`config.mk`:
```
export PLATFORM = sky130hd
export DESIGN_NAME = storeAlign
export DESIGN_NICKNAME = d
export VERILOG_FILES = /design/src/hw/memStagePkg.sv /design/src/hw/storeAlign.sv
export SDC_FILE = /design/constraint.sdc
export NUM_CORES = 1
export LEC_CHECK = 0
export BUFFER_PORTS_ARGS = -buffer_cell sky130_fd_sc_hd__clkbuf_2
export CORE_AREA = 2 2 43 45
export DETAILED_ROUTE_END_ITERATION = 7
export DIE_AREA = 0 0 45 47
export PLACE_DENSITY = 0.87
export SLEW_MARGIN = 20
export SYNTH_ARGS = -nofsm -noshare
export SYNTH_HDL_FRONTEND = slang
export SYNTH_SLANG_ARGS = --single-unit
```
`constraint.sdc`:
```
create_clock -name vclk -period 1.7
set_input_delay 0.17 -clock vclk [all_inputs]
set_output_delay 0.17 -clock vclk [all_outputs]
set_load 0.02 [all_outputs]
```
`src/hw/memStagePkg.sv`:
```
package memStagePkg;

    // load access kinds, U variants zero-extend
    typedef enum logic [2:0] {
        ldNone  = 3'd0,
        ldByte  = 3'd1,
        ldByteU = 3'd2,
        ldHalf  = 3'd3,
        ldHalfU = 3'd4,
        ldWord  = 3'd5
    } loadType;

    typedef enum logic [1:0] {
        stNone = 2'd0,
        stByte = 2'd1,
        stHalf = 2'd2,
        stWord = 2'd3
    } storeType;

    // values match the MIPS cause register ExcCode field
    typedef enum logic [4:0] {
        excNone = 5'd0,
        excAdEL = 5'd4,
        excAdES = 5'd5
    } excCode;

    // execute stage output, registered into the memory stage
    typedef struct packed {
        logic        valid;
        logic [31:0] pc;
        logic [31:0] aluOut;
        logic [31:0] storeData;
        loadType     ldType;
        storeType    stType;
        logic [4:0]  dst;
        logic        regWr;
    } exeMemBus;

    // toward writeback and the forwarding muxes
    typedef struct packed {
        logic [31:0] result;
        logic [4:0]  dst;
        logic        regWr;
    } memWbBus;

endpackage

```
`src/hw/storeAlign.sv`:
```
`timescale 1ns/1ps

module storeAlign (
    input  memStagePkg::storeType stType,
    input  logic [1:0]            addrLow,
    input  logic [31:0]           storeData,
    output logic [3:0]            byteEn,
    output logic [31:0]           wrData
);
    import memStagePkg::*;

    // lane order is little-endian, lane 0 holds bits 7:0
    always_comb begin
        byteEn = 4'b0000;
        wrData = storeData;
        case (stType)
            stByte: begin
                // same byte on every lane, enable picks one
                wrData = {4{storeData[7:0]}};
                byteEn = 4'b0001 << addrLow;
            end
            stHalf: begin
                wrData = {2{storeData[15:0]}};
                if (addrLow[1]) begin
                    byteEn = 4'b1100;
                end else begin
                    byteEn = 4'b0011;
                end
            end
            stWord: begin
                wrData = storeData;
                byteEn = 4'b1111;
            end
            default: begin
                // stNone writes nothing
                byteEn = 4'b0000;
            end
        endcase
    end

endmodule

```
# --- Yosys cells after proc, flatten, opt, wreduce, memory -nomap -nowiden ---
# Index checks and enable logic that the tools add are counted.
word_totals:
  output_inout_bits: 36
  input_bits: 36
  regBits: 0
  wordCells: 7
op_classes:
  shift: 1
  eq_ne: 3
  muxes: 3
ops:
  columns: ["cell", "n"]
  rows:
  - ["$pmux W32 S2", 1]
  - ["$pmux W4 S3", 1]
  - ["$eq A2 B2 Y1 const B", 2]
  - ["$mux W4", 1]
  - ["$shl A1 B2 Y4 const A", 1]
  - ["$eq A2 B1 Y1 const B", 1]

# --- Longest topological paths before layout ---
logic_depth:
  depth_word: 2
  depth_mapped: 6
  mapped_depth_nobuf: 5

# --- Worst setup path after synthesis ---
# OpenSTA, ideal clock, no wires.
synth_path:
  path_kind: "input -> output"
  from: "input port stType[0]"
  to: "output port wrData[16]"
  path_stages: 5
  arrival_ps: 1206
  required_time_ps: 1530
  n_path_buf: 2
  slack_ps: 324
  path_cell_list: "inv_1 -> ha_1 -> buf_6 -> clkbuf_1 -> o22ai_1"
synth_via:
  elab_chain_cells: 2
  elab_cells_between_ends: 3
  classes_between: "eq/ne: 2; mux: 1"
synth_rtl:
  columns: ["element", "line_no", "rtl"]
  rows:
  - ["start: declaration", "storeAlign.sv:4", "input memStagePkg::storeType stType,"]
  - ["$eq A2 B2 Y1 / $eq A2 B1 Y1 (equally long branches)", "storeAlign.sv:16", "case (stType)"]
  - ["$pmux W32 S2 (*)", "storeAlign.sv:16", null]
  - ["end: declaration", "storeAlign.sv:8", "output logic [31:0] wrData"]
# Every way passes the cells marked *; elsewhere a longest branch is shown, timed or not.

# --- Worst setup path after layout ---
layout_path:
  from: "input port stType[0]"
  to: "output port wrData[12]"
# Same word-level chain as after synthesis.

==> summary.md <==
| Metric | Value |
|---|---|
| Post-Syn Instances | `93` |
| GR Overflow Total | `0` |
| Worst path cell trace | `clkbuf_2, inv_1, ha_1, nand2b_1, a22o_1, clkbuf_2` |
| Yosys cell types | `21` |
| CP peak stage delay | `just over 400 ps` |
| Count of clock buffers in the final design | `0` |
| Routed wire length | `1880 um` |
| Core Rows | `15` |
| Antenna-violating nets left | `0` |
| Register cell area after layout | `0 um^2` |
| Commonest non-fill, non-tap cells in the layout | `clkbuf_2 (72), inv_1 (11), a21oi_1 (10)` |
| Share of layout cells above drive strength 1 | `0.507` |
| Area leader, netlist | `a22o_1` |
| Fillers | `between 150 and 200` |
| Slew Viols, Final | `0` |
| Switching Share | `0.618` |
| Postcts setup bufs | `0` |
| Multi-input gate area | `423 um^2` |
| Tcrit/Tclk final | `0.926` |
| Starting DRC count in detailed routing | `14` |
| Util after Layout | `0.526` |
| P_sw | `241 uW` |
| Slew @ Worst Pin | `408 ps` |
| CP Data Arrival Time | `1400 ps` |
| Worst path top cell family by delay | `adder cells` |
| Post-layout nets | `just under 200` |
| Vias per cell | `5.07` |
| Die Wd | `roughly 45 um` |
| Io pins | `72` |
| Crit path top cell by count | `clkbuf_2` |
| Seq Cell Count | `0` |
| Crit end category | `output pin` |
| HPWL after DPL | `between 1500 and 2000 um` |
| Drt pass-1 iters | `4` |
| Max Cap Viol | `0` |
| Final setup TNS | `0 ps` |
| GP Congestion | `between 0.6 and 0.7` |
| Core box area | `1650 um^2` |
| Crit path launch | `stType[0]` |
| Fmax | `636 MHz` |
| Cell Area, Synth | `approximately 580 um^2` |
| Type of the worst min-delay path | `in -> out` |
| Routed len/inst | `11.1 um` |
| Antenna diode count | `0` |
| Unrepaired setup endpoints after global routing | `true` |
| Initial Utilization | `0.348` |
| Clock group share of total power | `0` |
| PwrDens | `449 nW/um^2` |
| Synth area leaders | `a22o_1 (12%), ha_1 (11%), a22oi_1 (10%)` |
| Hold-fix buffers, CTS | `0` |
| Mapped Nets | `134` |
| Commonest non-fill, non-tap cell in the layout | `clkbuf_2` |
| Status | `finished clean` |
| Seq/Total Area, Yosys | `0` |
| Final setup violation count | `0` |
| Number of global-route vias before repair | `731` |
| Slowest-stage cell, CP | `ha_1` |
| Vias | `about 860` |
| Hold_sp | `storeData[1]` |
| Buf/Inv on CP | `3` |
| Die Y-Extent | `between 40 and 50 um` |
| Final hold viol count | `0` |
| Internal power | `149 uW` |
| Total power | `between 300 and 400 uW` |
| First-pass GRT wire length | `2820 um` |
| Initial antenna violation count | `0` |
| Total GRT Usage | `0.169` |
| Mean post-synth cell area | `6.19 um^2` |
| Setup crit start kind | `primary input` |
| Peak supply drop | `0.204 mV` |
| Critical path fanouts, max | `8` |
| Syn-to-layout area delta | `50.9%` |
| Synth top area share | `0.122` |
| Final instance area | `a little under 900 um^2` |
| PortBufs | `72` |
| Largest net degree at the start of global routing | `15` |
| Synth Warn # | `0` |
| DRC Markers | `0` |
| Leak | `roughly 0.55 nW` |
| Slew HR | `0.728` |
| CP Data Required Time | `1530 ps` |
| Fin crit period | `1570 ps` |
| Post-CTS resize count | `0` |
| Placed cell area | `868 um^2` |
| Die ar. | `2120 um^2` |
| Sequential power share | `0` |
| Logic pwr share | `1.000` |
| Crit path kind | `in -> out` |
## kinds of logic after synthesis
logic type                 after synthesis  synth area share
AOI/OAI and AO/OA                       38             0.448
adders and majority gates                5             0.109
buffers and inverters                   27             0.265
and+or+nand+nor                         23             0.178
## layer usage
metal	vias to the layer above	global-route usage	part of all wire
met5	-	0	0
met3	0	0.00385	0.11
li1	442	-	-
met4	0	0.00588	0
met1	364	0.186	0.40
met2	51	0.369	0.50
## cell type report
cell class	instances	area share
inverters	11	0.0476
multi-input cells	66	0.487
well taps	17	0.0245
repair buffers	75	0.441
## cells in the mapped netlist
cell type and n:
nor3_1 1, nand2b_1 1, a211oi_1 2, clkbuf_2 1
clkbuf_1 1, buf_4 8, ha_1 5, buf_2 4
nor2b_1 2, nor2_2 1, a22oi_1 8, a21oi_1 10
and2_4 1, a22o_1 8, o21bai_1 1, nor2_1 9
nand2_1 8, inv_1 11, o21ai_1 1, o22ai_1 8
buf_6 2
## final timing paths
path | end | slack (ps) | cells past startpoint
worst max-delay path | wrData[12] | 130 | 6
worst min-delay path | wrData[1] | 600 | 2
## power by group through the flow
stage	combinational, mW	clock (mW)	sequential [mW]
floorplan	0.264	0	0
CTS	0.394	0	0
global placement	0.386	0	0
finish	0.390	0	0
detailed placement	0.393	0	0
global route	0.430	0	0
## metrics by stage
| step | instances | hold slack, ps | setup WS [ps] |
|---|---|---|---|
| final | 169 | 599 | 126 |
| after global routing | 169 | 610 | -21.5 |
| after CTS | 169 | 600 | 119 |
| after detailed placement | 169 | 599 | 124 |
| after global placement | 169 | 599 | 145 |
| after floorplan | 93 | 453 | 324 |
No activity file was read; power rests on OpenSTA's default activity.
