<file path="src/hw/memStagePkg.sv">
package memStagePkg;

    // load access kinds, U variants zero-extend
    typedef enum logic [2:0] {
        ldNone  = 3'd0,
        ldByte  = 3'd1,
        ldByteU = 3'd2,
        ldHalf  = 3'd3,
        ldHalfU = 3'd4,
        ldWord  = 3'd5
    } loadType;

    typedef enum logic [1:0] {
        stNone = 2'd0,
        stByte = 2'd1,
        stHalf = 2'd2,
        stWord = 2'd3
    } storeType;

    // values match the MIPS cause register ExcCode field
    typedef enum logic [4:0] {
        excNone = 5'd0,
        excAdEL = 5'd4,
        excAdES = 5'd5
    } excCode;

    // execute stage output, registered into the memory stage
    typedef struct packed {
        logic        valid;
        logic [31:0] pc;
        logic [31:0] aluOut;
        logic [31:0] storeData;
        loadType     ldType;
        storeType    stType;
        logic [4:0]  dst;
        logic        regWr;
    } exeMemBus;

    // toward writeback and the forwarding muxes
    typedef struct packed {
        logic [31:0] result;
        logic [4:0]  dst;
        logic        regWr;
    } memWbBus;

endpackage

</file>
<file path="src/hw/memExcept.sv">
`timescale 1ns/1ps

module memExcept (
    input  logic                  clk,
    input  logic                  arstN,
    input  memStagePkg::exeMemBus memIn,
    output logic                  addrErr,
    output logic                  flushException,
    output memStagePkg::excCode   excOut,
    output logic [31:0]           epc,
    output logic [31:0]           badVAddr
);
    import memStagePkg::*;

    logic halfAccess;
    logic wordAccess;
    logic misAligned;

    assign halfAccess = (memIn.ldType inside {ldHalf, ldHalfU}) || (memIn.stType == stHalf);
    assign wordAccess = (memIn.ldType == ldWord) || (memIn.stType == stWord);

    assign misAligned = (halfAccess && memIn.aluOut[0])
                     || (wordAccess && (memIn.aluOut[1:0] != 2'b00));

    assign addrErr        = memIn.valid && misAligned;
    assign flushException = addrErr;

    // stores report AdES and loads AdEL
    always_comb begin
        if (!addrErr) begin
            excOut = excNone;
        end else if (memIn.stType != stNone) begin
            excOut = excAdES;
        end else begin
            excOut = excAdEL;
        end
    end

    // cp0 style capture of the faulting instruction
    always_ff @(posedge clk or negedge arstN) begin
        if (!arstN) begin
            epc      <= 32'd0;
            badVAddr <= 32'd0;
        end else if (addrErr) begin
            epc      <= memIn.pc;
            badVAddr <= memIn.aluOut;
        end
    end

    // an unknown low address would leave the trap decision unknown
    assert property (@(posedge clk) disable iff (!arstN)
        (memIn.valid && (memIn.ldType != ldNone || memIn.stType != stNone))
            |-> !$isunknown(memIn.aluOut[1:0]));

endmodule

</file>
<file path="config.mk">
export PLATFORM = sky130hd
export DESIGN_NAME = memExcept
export DESIGN_NICKNAME = d
export VERILOG_FILES = /design/src/hw/memStagePkg.sv /design/src/hw/memExcept.sv
export SDC_FILE = /design/constraint.sdc
export NUM_CORES = 1
export LEC_CHECK = 0
export BUFFER_PORTS_ARGS = -buffer_cell sky130_fd_sc_hd__buf_4
export CAP_MARGIN = 15
export CORE_MARGIN = 8
export CORE_UTILIZATION = 44
export CTS_CLUSTER_DIAMETER = 40
export DETAILED_ROUTE_END_ITERATION = 16
export GPL_TIMING_DRIVEN = 0
export PLACE_DENSITY = 0.84
export REMOVE_ABC_BUFFERS = 1
export SYNTH_ARGS = -nofsm -noshare
export SYNTH_HDL_FRONTEND = slang
export SYNTH_SLANG_ARGS = --single-unit
</file>
<file path="constraint.sdc">
create_clock -name clk -period 2.4 [get_ports clk]
set_input_delay 0 -clock clk [delete_from_list [all_inputs] [get_ports clk]]
set_output_delay 0 -clock clk [all_outputs]
set_load 0.03 [all_outputs]
</file>
# Word-level counts from Yosys, hierarchy flattened
# Cells that the tools add are included.
[totals]
regBits = 64
latchBits = 0
ram_bits = 0
mem_bits_ro = 0
in_bits = 110
output_inout_bits = 71
wordCells = 18
mem_count = 0
[op_classes]
n_addsub = 0
mul = 0
div = 0
magnitude_cmp = 0
n_eq_ne = 5
n_shift = 0
mux = 2
bitwise = 0
n_reduce_logical = 9
[ops]
columns = ["op", "n"]
rows = [
  ["== test 3 bit, second input constant", 2],
  ["nonzero test 2 bit", 3],
  ["two-way mux 5 bit", 1],
  ["== test 2 bit, second input constant", 2],
  ["== test 3 x 2 -> 1 bit, second input constant", 1],
  ["logical AND 1 bit", 3],
  ["logical OR 1 bit", 3],
  ["two-way mux 1 bit", 1],
]

# Depth between registers and ports, before layout
[depth]
ltp_word = 7
ltp_mapped = 7
depth_no_buf = 4

# Worst setup path after synthesis
# OpenSTA, ideal clock, no wires.
[synth_timing]
path_type = "input port to flip-flop"
start = "input memIn[44] in the netlist's numbering"
end = "register badVAddr[10]"
setup_ns = 0.125
arrival_time_ns = 1.027
required_time_ns = 2.275
slack_ns = 1.248
stages = 6
n_path_buf = 2
cell_sequence = "a21oi_1 o22ai_1 a31oi_2 buf_6 buf_6 mux2_4"
[synth_via]
elab_chain_len = 4
[synth_lines]
columns = ["element", "line_no", "source"]
rows = [
  ["start: declaration", "memExcept.sv:6", "input memStagePkg::exeMemBus memIn,"],
  ["nonzero test 2 bit", "memExcept.sv:23", "|| (wordAccess && (memIn.aluOut[1:0] != 2'b00));"],
  ["logical AND 1 bit", "memExcept.sv:23", ""],
  ["logical OR 1 bit", "memExcept.sv:23", ""],
  ["logical AND 1 bit", "memExcept.sv:25", "assign addrErr = memIn.valid && misAligned;"],
  ["end signal: assignment", "memExcept.sv:46", "badVAddr <= memIn.aluOut;"],
  ["end: declaration", "memExcept.sv:11", "output logic [31:0] badVAddr"],
]
# Every way passes these cells.
# A chain may end at the register's enable or synchronous reset.

# Worst setup path after layout
[layout_timing]
start = "input memIn[44] in the netlist's numbering"
end = "output addrErr"
[layout_via]
elab_chain_len = 4
[layout_lines]
columns = ["element", "line_no", "source"]
rows = [
  ["nonzero test 2 bit", "memExcept.sv:23", ""],
  ["logical AND 1 bit", "memExcept.sv:23", ""],
  ["logical OR 1 bit", "memExcept.sv:23", ""],
  ["logical AND 1 bit", "memExcept.sv:25", ""],
  ["end: declaration", "memExcept.sv:7", "output logic addrErr,"],
]
# Every way passes these cells.

==> flow_metrics.py <==
metrics = {
    "outcome": {
        "outcome": "finished, final reports clean",
    },
    "pwr": {
        "power_per_cell_area_nw_per_um2": 873.8,
        "peakVddDrop_uv": 609.1,
        "finalPower_mw": 4.073,
        "cellLeakagePower_nw": 2.341,
    },
    "sta": {
        "fin_crit_sh": 0.8808,
        "setup-tns-final_ns": 0,
        "hold_violations": 0,
        "slew_viol_final": 0,
        "slew_headroom": 0.4695,
        "period_needed_ns": 2.114,
        "finalClockSkew_ns": 0,
        "fin_ws_ns": 0.2862,
        "max_clock_freq_mhz": 473.1,
        "finalSetupViolations": 0,
        "rsz0062_at_grt": "false",
        "tightest_slew_ns": 0.7957,
    },
    "layout": {
        "final_layout_size_suffix_gt1_frac": 0.6126,
        "n_antenna_cell": 0,
        "area_growth_pct": 77.13,
        "finish.cell_count_without_fillers": 439,
        "layout.nets": 469,
    },
    "place": {
        "gp_congestion": 0.7387,
        "dpl_worst_slack_ns": 0.6644,
        "portBuffers": 139,
        "dp_hpwl_mm": 5.268,
        "dp.cells": 358,
    },
    "synthesis": {
        "yosys.area.top_type": "dfrtp_1",
        "synth-seq-cells": 64,
        "synthMuxAreaShare": 0.3319,
        "ys_warn_count": 0,
        "synth_simple_gate_area_frac": 0.008084,
        "yosys.area.top_type_share": 0.6087,
        "synthCells": 151,
        "synthXorXnorAreaFrac": 0,
        "synth_fa_ha_area_frac": 0,
        "syn_avg_cell_area_um2": 17.43,
        "ys_seq_area_frac": 0.6087,
        "synth-compound-area-share": 0.009035,
        "synth_area_um2": 2631,
        "ys_types": 15,
        "synth_top_family_by_area": "multiplexers",
        "synthTopCellsByArea": "dfrtp_1 61%, mux2_4 22%, mux2_2 11%, buf_6 2.1%, buf_4 1.4%",
    },
    "global_route": {
        "grt_max_degree": 65,
        "grt_use_total": 0.1889,
        "gr-total-overflow": 0,
        "first_global_vias": 2411,
        "antenna_found_initial": 0,
        "grt_pass1_wl_mm": 12.72,
    },
    "clocking": {
        "post_cts_buffers": 0,
        "clk_pin_slew_ns": 0.07,
        "numCtsBuffers": 9,
        "clock_sinks": 64,
        "cts_root_buf": "clkbuf_8",
        "htree_levels": 3,
        "ctsLongestPathBuffers": 2,
        "insertion_delay_ns": 0.32,
        "cts_tree": "yes",
    },
    "routing": {
        "drt-initial-drc-count": 19,
        "ant_nets": 0,
        "wire_per_inst_um": 18.36,
        "vias": 2015,
        "wl_mm": 8.059,
        "drt_first_pass_iters": 4,
        "viasPerCell": 4.590,
        "drc": 0,
    },
    "worst_setup_path": {
        "cp_max_fo": 21,
        "worstSetupStartpointType": "input pin",
        "crit_path_end_kind": "output port",
        "r2r_cells": 1,
        "critPathArrivalTime_ns": 2.11,
        "regToRegSetupSlack_ns": 1.61,
        "worstPathRequired_ns": 2.40,
        "crit_type": "input pin to output port",
    },
    "floorplanning": {
        "design.portCount": 181,
        "initial_core_util": 0.4497,
        "die_y_um": 93.33,
        "rows": 28,
        "die_area_um2": 8710,
        "core_area_um2": 5851,
        "die_w_um": 93.33,
    },
    "flow_run": {
        "maxCapViolCount": 0,
    },
    "hold_path": {
        "hp-class": "input pin to async pin",
    },
}
-- cells by family after synthesis --
logic type      count (synthesis)
other cells                     1
compound gates                  3
flops                          64
buf+inv                        13
mux                            65
simple gates                    5
-- final cells by class --
class,count,area [µm²]
clock buffer,11,151.4
clock inverter,5,102.6
fill,334,1190
inverter,1,3.754
multi-input combinational,76,938.4
sequential,64,1602
tap,75,93.84
timing repair buffer,207,1769
-- repair_timing --
| item | CTS | global route |
|---|---|---|
| endpoints found under the hold margin | 128 | 0 |
| resized for setup | 0 | 0 |
| hold buffers | 65 | 0 |
-- cell usage in the layout (no fill, tap or decap) --
master | Yosys | routed
buf_4 | 5 | 139
dlygate4sd3_1 | 0 | 65
dfrtp_1 | 64 | 64
mux2_4 | 38 | 38
mux2_2 | 26 | 26
clkbuf_8 | 0 | 11
conb_1 | 1 | 3
bufinv_16 | 0 | 3
nand2_1 | 2 | 2
nor2_1 | 2 | 2
buf_16 | 0 | 2
mux2i_1 | 1 | 1
a21oi_1 | 1 | 1
nand4_1 | 1 | 1
o22ai_1 | 1 | 1
a31oi_4 | 0 | 1
inv_1 | 1 | 1
clkinv_2 | 0 | 1
clkinvlp_4 | 0 | 1
buf_12 | 0 | 1
-- cell usage after synthesis --
cell type / number
nor2_1: 2
dfrtp_1: 64
a31oi_2: 1
mux2_4: 38
nand2_1: 2
buf_2: 2
mux2_2: 26
nand4_1: 1
buf_4: 5
a21oi_1: 1
conb_1: 1
o22ai_1: 1
buf_6: 5
mux2i_1: 1
inv_1: 1
-- flip-flops by register name, indices dropped and copies added, names as in the netlist --
register / count
badVAddr: 32
epc: 32
-- final timing paths --
| check | from | to |
|---|---|---|
| min in group clk | memIn[107] | badVAddr[3] |
| hold reg to reg | badVAddr[0] | badVAddr[0] |
| setup / recovery | memIn[44] | addrErr |
| hold / removal | arstN | badVAddr[25] |
| max in group asynchronous | arstN | badVAddr[12] |
| setup reg to reg | badVAddr[21] | badVAddr[21] |
-- critical path, cell delays in order --
cell,delay (ns)
dlygate4sd3_1,0.54
buf_4,0.14
a21oi_1,0.14
o22ai_1,0.13
a31oi_4,0.58
buf_12,0.28
inv_1,0.11
buf_4,0.18
-- where the power goes --
group / internal [mW] / switching [mW]
sequential: 1.30 / 0.130
combinational: 0.718 / 0.783
clock: 0.745 / 0.394
-- routing by layer --
metal  up-vias  track usage  share of wire
li1        931            -              -
met1       980       0.1888           0.34
met2        93       0.3455           0.55
met3        11      0.07131          0.091
met4         0      0.07114          0.015
met5         -            0              0
-- per-stage QoR --
stage	hold WS (ns)	util	area, µm²
2_1_floorplan	-0.2956	-	2535
3_3_place_gp	0.1377	0.6277	3672
3_5_place_dp	0.1427	0.6420	3756
4_1_cts	0.3228	0.7966	4661
5_1_grt	0.3464	0.7966	4661
6_report	0.3233	0.7966	4661
(Power assumes the default switching activity.)
