### config.mk
export PLATFORM = sky130hd
export DESIGN_NAME = loadAlign
export DESIGN_NICKNAME = d
export VERILOG_FILES = /design/src/hw/memStagePkg.sv /design/src/hw/loadAlign.sv
export SDC_FILE = /design/constraint.sdc
export NUM_CORES = 1
export LEC_CHECK = 0
export BUFFER_PORTS_ARGS = -buffer_cell sky130_fd_sc_hd__buf_2
export CORE_MARGIN = 5
export CORE_UTILIZATION = 48
export DETAILED_ROUTE_END_ITERATION = 16
export PLACE_DENSITY = 0.9
export SYNTH_ARGS = -nofsm -noshare
export SYNTH_HDL_FRONTEND = slang
export SYNTH_SLANG_ARGS = --single-unit
export TNS_END_PERCENT = 100
### constraint.sdc
create_clock -name vclk -period 1.7
set_clock_uncertainty 0.15 [all_clocks]
set_input_delay 0.17 -clock vclk [all_inputs]
set_output_delay 0.17 -clock vclk [all_outputs]
set_load 0.02 [all_outputs]
### src/hw/memStagePkg.sv
package memStagePkg;

    // load access kinds, U variants zero-extend
    typedef enum logic [2:0] {
        ldNone  = 3'd0,
        ldByte  = 3'd1,
        ldByteU = 3'd2,
        ldHalf  = 3'd3,
        ldHalfU = 3'd4,
        ldWord  = 3'd5
    } loadType;

    typedef enum logic [1:0] {
        stNone = 2'd0,
        stByte = 2'd1,
        stHalf = 2'd2,
        stWord = 2'd3
    } storeType;

    // values match the MIPS cause register ExcCode field
    typedef enum logic [4:0] {
        excNone = 5'd0,
        excAdEL = 5'd4,
        excAdES = 5'd5
    } excCode;

    // execute stage output, registered into the memory stage
    typedef struct packed {
        logic        valid;
        logic [31:0] pc;
        logic [31:0] aluOut;
        logic [31:0] storeData;
        loadType     ldType;
        storeType    stType;
        logic [4:0]  dst;
        logic        regWr;
    } exeMemBus;

    // toward writeback and the forwarding muxes
    typedef struct packed {
        logic [31:0] result;
        logic [4:0]  dst;
        logic        regWr;
    } memWbBus;

endpackage

### src/hw/loadAlign.sv
`timescale 1ns/1ps

module loadAlign (
    input  memStagePkg::loadType ldType,
    input  logic [1:0]           addrLow,
    input  logic [31:0]          rdWord,
    output logic [31:0]          loadData
);
    import memStagePkg::*;

    logic [7:0]  byteSel;
    logic [15:0] halfSel;

    // byte and half picked by the low address bits
    always_comb begin
        case (addrLow)
            2'd0:    byteSel = rdWord[7:0];
            2'd1:    byteSel = rdWord[15:8];
            2'd2:    byteSel = rdWord[23:16];
            default: byteSel = rdWord[31:24];
        endcase
    end

    // bit 0 is ignored here, a misaligned half is trapped elsewhere
    assign halfSel = addrLow[1] ? rdWord[31:16] : rdWord[15:0];

    always_comb begin
        case (ldType)
            ldByte: begin
                loadData = {{24{byteSel[7]}}, byteSel};
            end
            ldByteU: begin
                loadData = {24'd0, byteSel};
            end
            ldHalf: begin
                loadData = {{16{halfSel[15]}}, halfSel};
            end
            ldHalfU: begin
                loadData = {16'd0, halfSel};
            end
            default: begin
                // word load, and a harmless value when no load
                loadData = rdWord;
            end
        endcase
    end

endmodule

==> flow_metrics.py, run 1 <==
metrics = {
    "yosys": {
        "yosys_warnings": 0,
        "synthSimpleGateAreaFrac_pct": 19.7,
        "synth_fa_ha_area_share_pct": 0,
        "synth_top_cell_by_area": "mux4_2",
        "postSynthCellCount": 182,
        "synthXorXnorAreaFrac_pct": 0,
        "syn-num-nets": 219,
        "synth_top_area_share_pct": 10.6,
        "synth.area.mux_share_pct": 15.0,
        "synth-compound-area-share_pct": 52.3,
        "yosys-top-cells-area": "mux4_2, a22oi_1, o21ai_0",
        "synth_cell_types": 46,
        "syn_area_per_cell_um2": 7.01,
        "synth_area_um2": 1280,
        "synth_top_family_by_area": "compound AO/OA/AOI/OAI gates",
        "synth.yosys.seq_area_share_pct": 0,
    },
    "clock_tree": {
        "hold_buffers": 0,
        "cts_setup_buffers": 15,
        "ctsResizeCount": 126,
    },
    "run_status": {
        "tool.error": "[ERROR DPL-0038] Utilization greater than 100%, impossible to legalize",
        "outcome": "aborted with a tool error",
        "failing_step": "clock tree synthesis",
    },
    "floorplan": {
        "die_y_um": 61.6,
        "dieWidth_um": 61.6,
        "num_rows": 18,
        "initial_core_util_pct": 51.1,
        "num_io_pins": 69,
    },
    "place": {
        "preCtsSetupSlack_ns": -0.438,
        "placed_cells": 300,
        "dpl_cell_area_um2": 1890,
        "portBuffers": 69,
        "dp_hpwl_um": 4070,
        "place_congestion": 0.879,
    },
}
==> cell families after synthesis <==
| group | Yosys count |
|---|---|
| AO/OA/AOI/OAI | 101 |
| AND/OR/NAND/NOR | 41 |
| multiplexers | 10 |
| buffers and inverters | 30 |
==> stage by stage <==
step                      hold slack (ns)  utilization, %  TNS, ns
after detailed placement            0.523            75.6    -9.51
after global placement              0.523            75.6    -7.98
after floorplan                     0.337               -   -0.192
==> cells in the mapped netlist, types with 2 or more instances <==
master	number
nand2b_1	3
and3b_1	2
mux2i_1	3
a21oi_1	18
o21ai_0	23
buf_4	2
a21o_1	6
a22oi_1	16
inv_1	8
o21ai_1	10
nor2b_1	11
o221ai_1	8
mux4_2	6
buf_6	5
buf_2	6
nand2_1	14
nor4bb_1	2
clkbuf_1	6
a22o_1	6
==> run 2: changes to the inputs <==
--- a/config.mk
+++ b/config.mk
@@ -6,10 +6,10 @@
 export NUM_CORES = 1
 export LEC_CHECK = 0
 export BUFFER_PORTS_ARGS = -buffer_cell sky130_fd_sc_hd__buf_2
-export CORE_MARGIN = 5
-export CORE_UTILIZATION = 48
+export CORE_AREA = 5 5 66 68
 export DETAILED_ROUTE_END_ITERATION = 16
-export PLACE_DENSITY = 0.9
+export DIE_AREA = 0 0 71 73
+export PLACE_DENSITY_LB_ADDON = 0.15
 export SYNTH_ARGS = -nofsm -noshare
 export SYNTH_HDL_FRONTEND = slang
 export SYNTH_SLANG_ARGS = --single-unit
==> run 2 against run 1 <==
  * The flow now finishes, with violations (setup timing)
  * Area after synthesis unchanged
  * Synthesized cell count unchanged
==> flow_metrics.py, run 2 <==
metrics = {
    "global_routing": {
        "grtUsageTotal_pct": 21.5,
        "overflow": 0,
        "grt_max_degree": 18,
        "grt_pass1_vias": 1933,
        "antenna_found_initial": 0,
        "grt_pass1_wl_um": 9430,
    },
    "timing": {
        "max_freq_mhz": 516,
        "max_slew_margin_pct": 54.0,
        "setup_viol": 32,
        "rsz0062_at_grt": "yes",
        "setup_slack_ns": -0.238,
        "post-route-min-period_ns": 1.94,
        "worst_pin_slew_ns": 0.688,
        "fin_crit_sh_pct": 114,
        "fin_setup_tns_ns": -5.58,
        "drv_slew": 0,
        "hold_viol_final": 0,
    },
    "yosys": {
        "synth_cell_types": 46,
        "yosys_warnings": 0,
        "synth_common_cells": "o21ai_0, a21oi_1, a22oi_1",
        "synthSimpleGateAreaFrac_pct": 19.7,
        "yosys-top-cells-area": "mux4_2, a22oi_1, o21ai_0",
        "synth.yosys.seq_area_share_pct": 0,
        "syn_area_per_cell_um2": 7.01,
        "synth_most_common_cell": "o21ai_0",
        "synth_top_family_by_area": "compound AO/OA/AOI/OAI gates",
        "synth_top_area_share_pct": 10.6,
        "synth_area_um2": 1280,
        "syn-num-nets": 219,
        "synth_top_cell_by_area": "mux4_2",
        "synth-compound-area-share_pct": 52.3,
        "synthXorXnorAreaFrac_pct": 0,
        "postSynthCellCount": 182,
        "synth_fa_ha_area_share_pct": 0,
        "synth.area.mux_share_pct": 15.0,
    },
    "drt": {
        "vias": 2051,
        "wl_um": 6680,
        "viasPerCell": 6.00,
        "ant_nets": 0,
        "firstDrtPassIters": 5,
        "drtIter0Drc": 177,
        "drc": 0,
        "wire_per_inst_um": 19.5,
    },
    "pwr": {
        "vdd_drop_max_v": 0.000158,
        "powerDensity_nw_per_um2": 377,
        "power_leakage_uw": 0.00121,
    },
    "floorplan": {
        "die-area_um2": 5180,
        "initial_core_util_pct": 33.6,
        "dieWidth_um": 71,
        "num_io_pins": 69,
        "core-area_um2": 3800,
        "num_rows": 23,
        "die_y_um": 73,
    },
    "critical_path": {
        "path_class": "input pin to output port",
        "cp-startpoint": "ldType[2]",
        "crit_path_start_kind": "input pin",
        "required_ns": 1.38,
        "crit_fanout": 10,
        "critPathCaptureType": "output port",
        "arrival_ns": 1.62,
    },
    "cells_and_area": {
        "seq_cells": 0,
        "clkbuf_count": 0,
        "nFillCells": 297,
        "final_nets": 331,
        "seq_area_um2": 0,
        "final_cell_mix": "buf_4, buf_2, buf_6",
        "drive_gt1_share_pct": 71.2,
        "insertedDiodeCount": 0,
        "stdcell_area_um2": 2730,
        "mostFrequentLayoutCell": "buf_4",
        "syn2layout_area_growth_pct": 114,
        "fin_util_pct": 71.9,
    },
    "hold_path": {
        "hp-start": "rdWord[7]",
        "hold_path.class": "input pin to output port",
    },
    "place": {
        "place_congestion": 0.856,
        "dpl_cell_area_um2": 1920,
        "portBuffers": 69,
        "dp_hpwl_um": 3900,
    },
    "job": {
        "cap_violations": 0,
    },
    "clock_tree": {
        "hold_buffers": 0,
    },
    "run_status": {
        "violations": "setup timing",
        "outcome": "complete, but fails checks",
    },
}
## run 2: cell families after synthesis
group,Yosys count
muxes,10
AOI/OAI and AO/OA,101
and+or+nand+nor,41
buffers and inverters,30
## run 2: worst max-delay path, stage by stage
cell	delay (ns)
buf_6	0.10
buf_8	0.12
buf_4	0.14
buf_12	0.13
nor3b_1	0.13
o21a_2	0.26
a22o_1	0.26
a21o_1	0.18
buf_6	0.13
## run 2: area by class of cell
type / count / area [µm²] / share of cell area, %
Timing Repair Buffer: 131 / 1190 / 43.6
Tap cell: 50 / 62.6 / 2.29
Inverter: 9 / 33.8 / 1.24
Multi-Input combinational cell: 152 / 1450 / 52.9
## run 2: final timing paths
path          end  slack (ns)  cells past startpoint
min   loadData[7]        0.51                      3
max   loadData[6]       -0.24                      9
## run 2: what timing repair did
| action | CTS | global route |
|---|---|---|
| endpoints found under the setup margin | 32 | 32 |
| gates cloned | 4 | 0 |
| buffers inserted | 14 | 9 |
| pin swaps | 35 | 9 |
| resized for setup | 115 | 48 |
## run 2: layer usage
layer / share of wire [%] / GRT usage [%] / up-vias
li1: - / - / 933
met5: 0 / 0 / -
met3: 6.7 / 1.38 / 10
met4: 1.4 / 3.13 / 0
met1: 39 / 28.6 / 1004
met2: 53 / 39.0 / 104
## run 2: report_power, final
group / switching (µW) / internal [µW] / leakage, µW / total [µW]
Combinational: 511 / 519 / 0.00121 / 1030
Clock: 0 / 0 / 0 / 0
Sequential: 0 / 0 / 0 / 0
## run 2: per-stage QoR
stage	worst slack [ns]	instances	total power, µW	hold slack, ns
6_report	-0.238	342	1030	0.508
5_1_grt	-0.259	342	1080	0.518
4_1_cts	-0.149	335	929	0.507
3_5_place_dp	-0.348	318	697	0.522
3_3_place_gp	-0.342	318	694	0.524
2_1_floorplan	-0.0250	182	433	0.337
Power figures use the tool's default switching activity.
==> run 3: changes to the inputs <==
--- a/config.mk
+++ b/config.mk
@@ -6,9 +6,11 @@
 export NUM_CORES = 1
 export LEC_CHECK = 0
 export BUFFER_PORTS_ARGS = -buffer_cell sky130_fd_sc_hd__buf_2
-export CORE_AREA = 5 5 66 68
+export CELL_PAD_IN_SITES_DETAIL_PLACEMENT = 0
+export CELL_PAD_IN_SITES_GLOBAL_PLACEMENT = 2
+export CORE_MARGIN = 5
+export CORE_UTILIZATION = 24
 export DETAILED_ROUTE_END_ITERATION = 16
-export DIE_AREA = 0 0 71 73
 export PLACE_DENSITY_LB_ADDON = 0.15
 export SYNTH_ARGS = -nofsm -noshare
 export SYNTH_HDL_FRONTEND = slang
==> run 3 against run 2 <==
  * The run still ends with setup timing left
  * First-iteration DRC count shrank 56%
  * Combinational power is 6% higher
  * Largest cell class unchanged
  * Cell count rose by 6.4%
  * Worst setup slack better by 0.11 ns
  * Routed wire length grew 4.0%
  * Design area is 7.3% higher
  * Global-route usage decreased by 2.2 points
  * Die area increased by 33%
  * Non-clock buffer count increased by 2
  * Count of clock-buffer cells in the layout did not move
  * Worst hold slack hardly changed
==> flow_metrics.py, run 3 (same netlist as run 2, synthesis figures left out) <==
metrics = {
    "run_status": {
        "outcome": "complete, but fails checks",
        "violations": "setup timing",
    },
    "place": {
        "place_congestion": 0.815,
        "portBuffers": 69,
        "placed_cells": 341,
        "preCtsSetupSlack_ns": -0.508,
        "dp_hpwl_um": 4620,
    },
    "pwr": {
        "vdd_drop_max_v": 0.000158,
        "powerDensity_nw_per_um2": 373,
        "fin_total_pwr_uw": 1090,
        "power_leakage_uw": 0.00127,
    },
    "timing": {
        "fin_crit_sh_pct": 107,
        "rsz0062_at_grt": "yes",
        "max_freq_mhz": 548,
        "hold_viol_final": 0,
        "max_slew_margin_pct": 79.7,
        "whs_ns": 0.508,
        "drv_slew": 0,
        "worst_pin_slew_ns": 0.296,
        "setup_viol": 28,
        "setup_slack_ns": -0.123,
        "post-route-min-period_ns": 1.82,
    },
    "cells_and_area": {
        "mostFrequentLayoutCell": "buf_4",
        "clkbuf_count": 0,
        "stdcell_count": 364,
        "drive_gt1_share_pct": 72.1,
        "syn2layout_area_growth_pct": 130,
        "seq_area_um2": 0,
        "seq_cells": 0,
        "final_nets": 333,
        "nFillCells": 482,
        "final_cell_mix": "buf_4, buf_6, buf_2",
        "insertedDiodeCount": 0,
    },
    "drt": {
        "firstDrtPassIters": 4,
        "vias": 2004,
        "wire_per_inst_um": 19.1,
        "drtIter0Drc": 78,
        "ant_nets": 0,
        "drc": 0,
        "viasPerCell": 5.51,
        "wl_um": 6950,
    },
    "hold_path": {
        "hold_path.class": "input pin to output port",
        "min_to": "loadData[7]",
        "hp-start": "rdWord[7]",
        "whs_path_depth": 3,
    },
    "critical_path": {
        "required_ns": 1.38,
        "critPathCaptureType": "output port",
        "arrival_ns": 1.50,
        "crit_path_start_kind": "input pin",
        "crit_fanout": 7,
        "path_class": "input pin to output port",
    },
    "global_routing": {
        "grtUsageTotal_pct": 19.3,
        "grt_pass1_wl_um": 11200,
        "antenna_found_initial": 0,
        "overflow": 0,
        "grt_pass1_vias": 2081,
        "grt_max_degree": 17,
    },
    "floorplan": {
        "dieWidth_um": 82.9,
        "die-area_um2": 6880,
        "die_y_um": 82.9,
        "initial_core_util_pct": 24.8,
        "core-area_um2": 5140,
        "num_io_pins": 69,
        "num_rows": 26,
    },
    "job": {
        "cap_violations": 0,
    },
}
==> run 3: cell types whose count changed in the layout (fill, tap and decap cells not counted), sizes merged <==
| cell | delta |
|---|---|
| buf | +2 |
==> run 3: worst max path at each step <==
stage                     slack (ns)  cells past startpoint       start            to
final                          -0.12                      6  addrLow[1]   loadData[2]
after global routing           -0.17                      8   ldType[2]   loadData[5]
after CTS                      -0.12                      8   ldType[2]   loadData[5]
after detailed placement       -0.51                      6   ldType[2]  loadData[25]
after global placement         -0.52                      6   ldType[2]  loadData[25]
after floorplan                -0.02                      6   ldType[1]   loadData[5]
==> run 3: timing repair <==
action	4_1_cts	5_1_grt
gates resized for setup	159	36
pin swaps	43	22
buffers inserted	17	2
setup endpoints to repair	32	32
hold buffers	0	0
gates cloned	6	0
==> run 3: area by class of cell <==
cell class / instances / area, µm² / area share (%)
multi-input combinational: 152 / 1510 / 51.4
tap: 70 / 87.6 / 2.99
inverter: 9 / 33.8 / 1.15
timing repair buffer: 133 / 1300 / 44.5
==> run 3: through the flow <==
stage | setup TNS [ns] | utilization, % | instance area [µm²]
after floorplan | -0.192 | - | 1330
after global routing | -2.63 | 57.0 | 2930
final | -1.20 | 57.0 | 2930
after global placement | -10.85 | 38.1 | 1960
after detailed placement | -10.52 | 38.1 | 1960
after CTS | -1.85 | 53.7 | 2760
==> run 3: power by group <==
group / leakage [µW] / internal, µW / switching [µW]
combinational: 0.00127 / 566 / 526
clock: 0 / 0 / 0
sequential: 0 / 0 / 0
==> run 3: critical path, cell delays in order <==
cell and delay, ns:
buf_8 0.09, buf_12 0.12, buf_8 0.12, mux4_2 0.49, a221o_1 0.36, buf_6 0.14
==> run 3: metal layers <==
metal / global-route usage, % / vias up / part of all wire [%]
met5: 0 / - / 0
met4: 0.446 / 0 / 0.22
met3: 1.68 / 2 / 5.0
met2: 34.8 / 62 / 50
met1: 26.3 / 992 / 44
li1: - / 948 / -
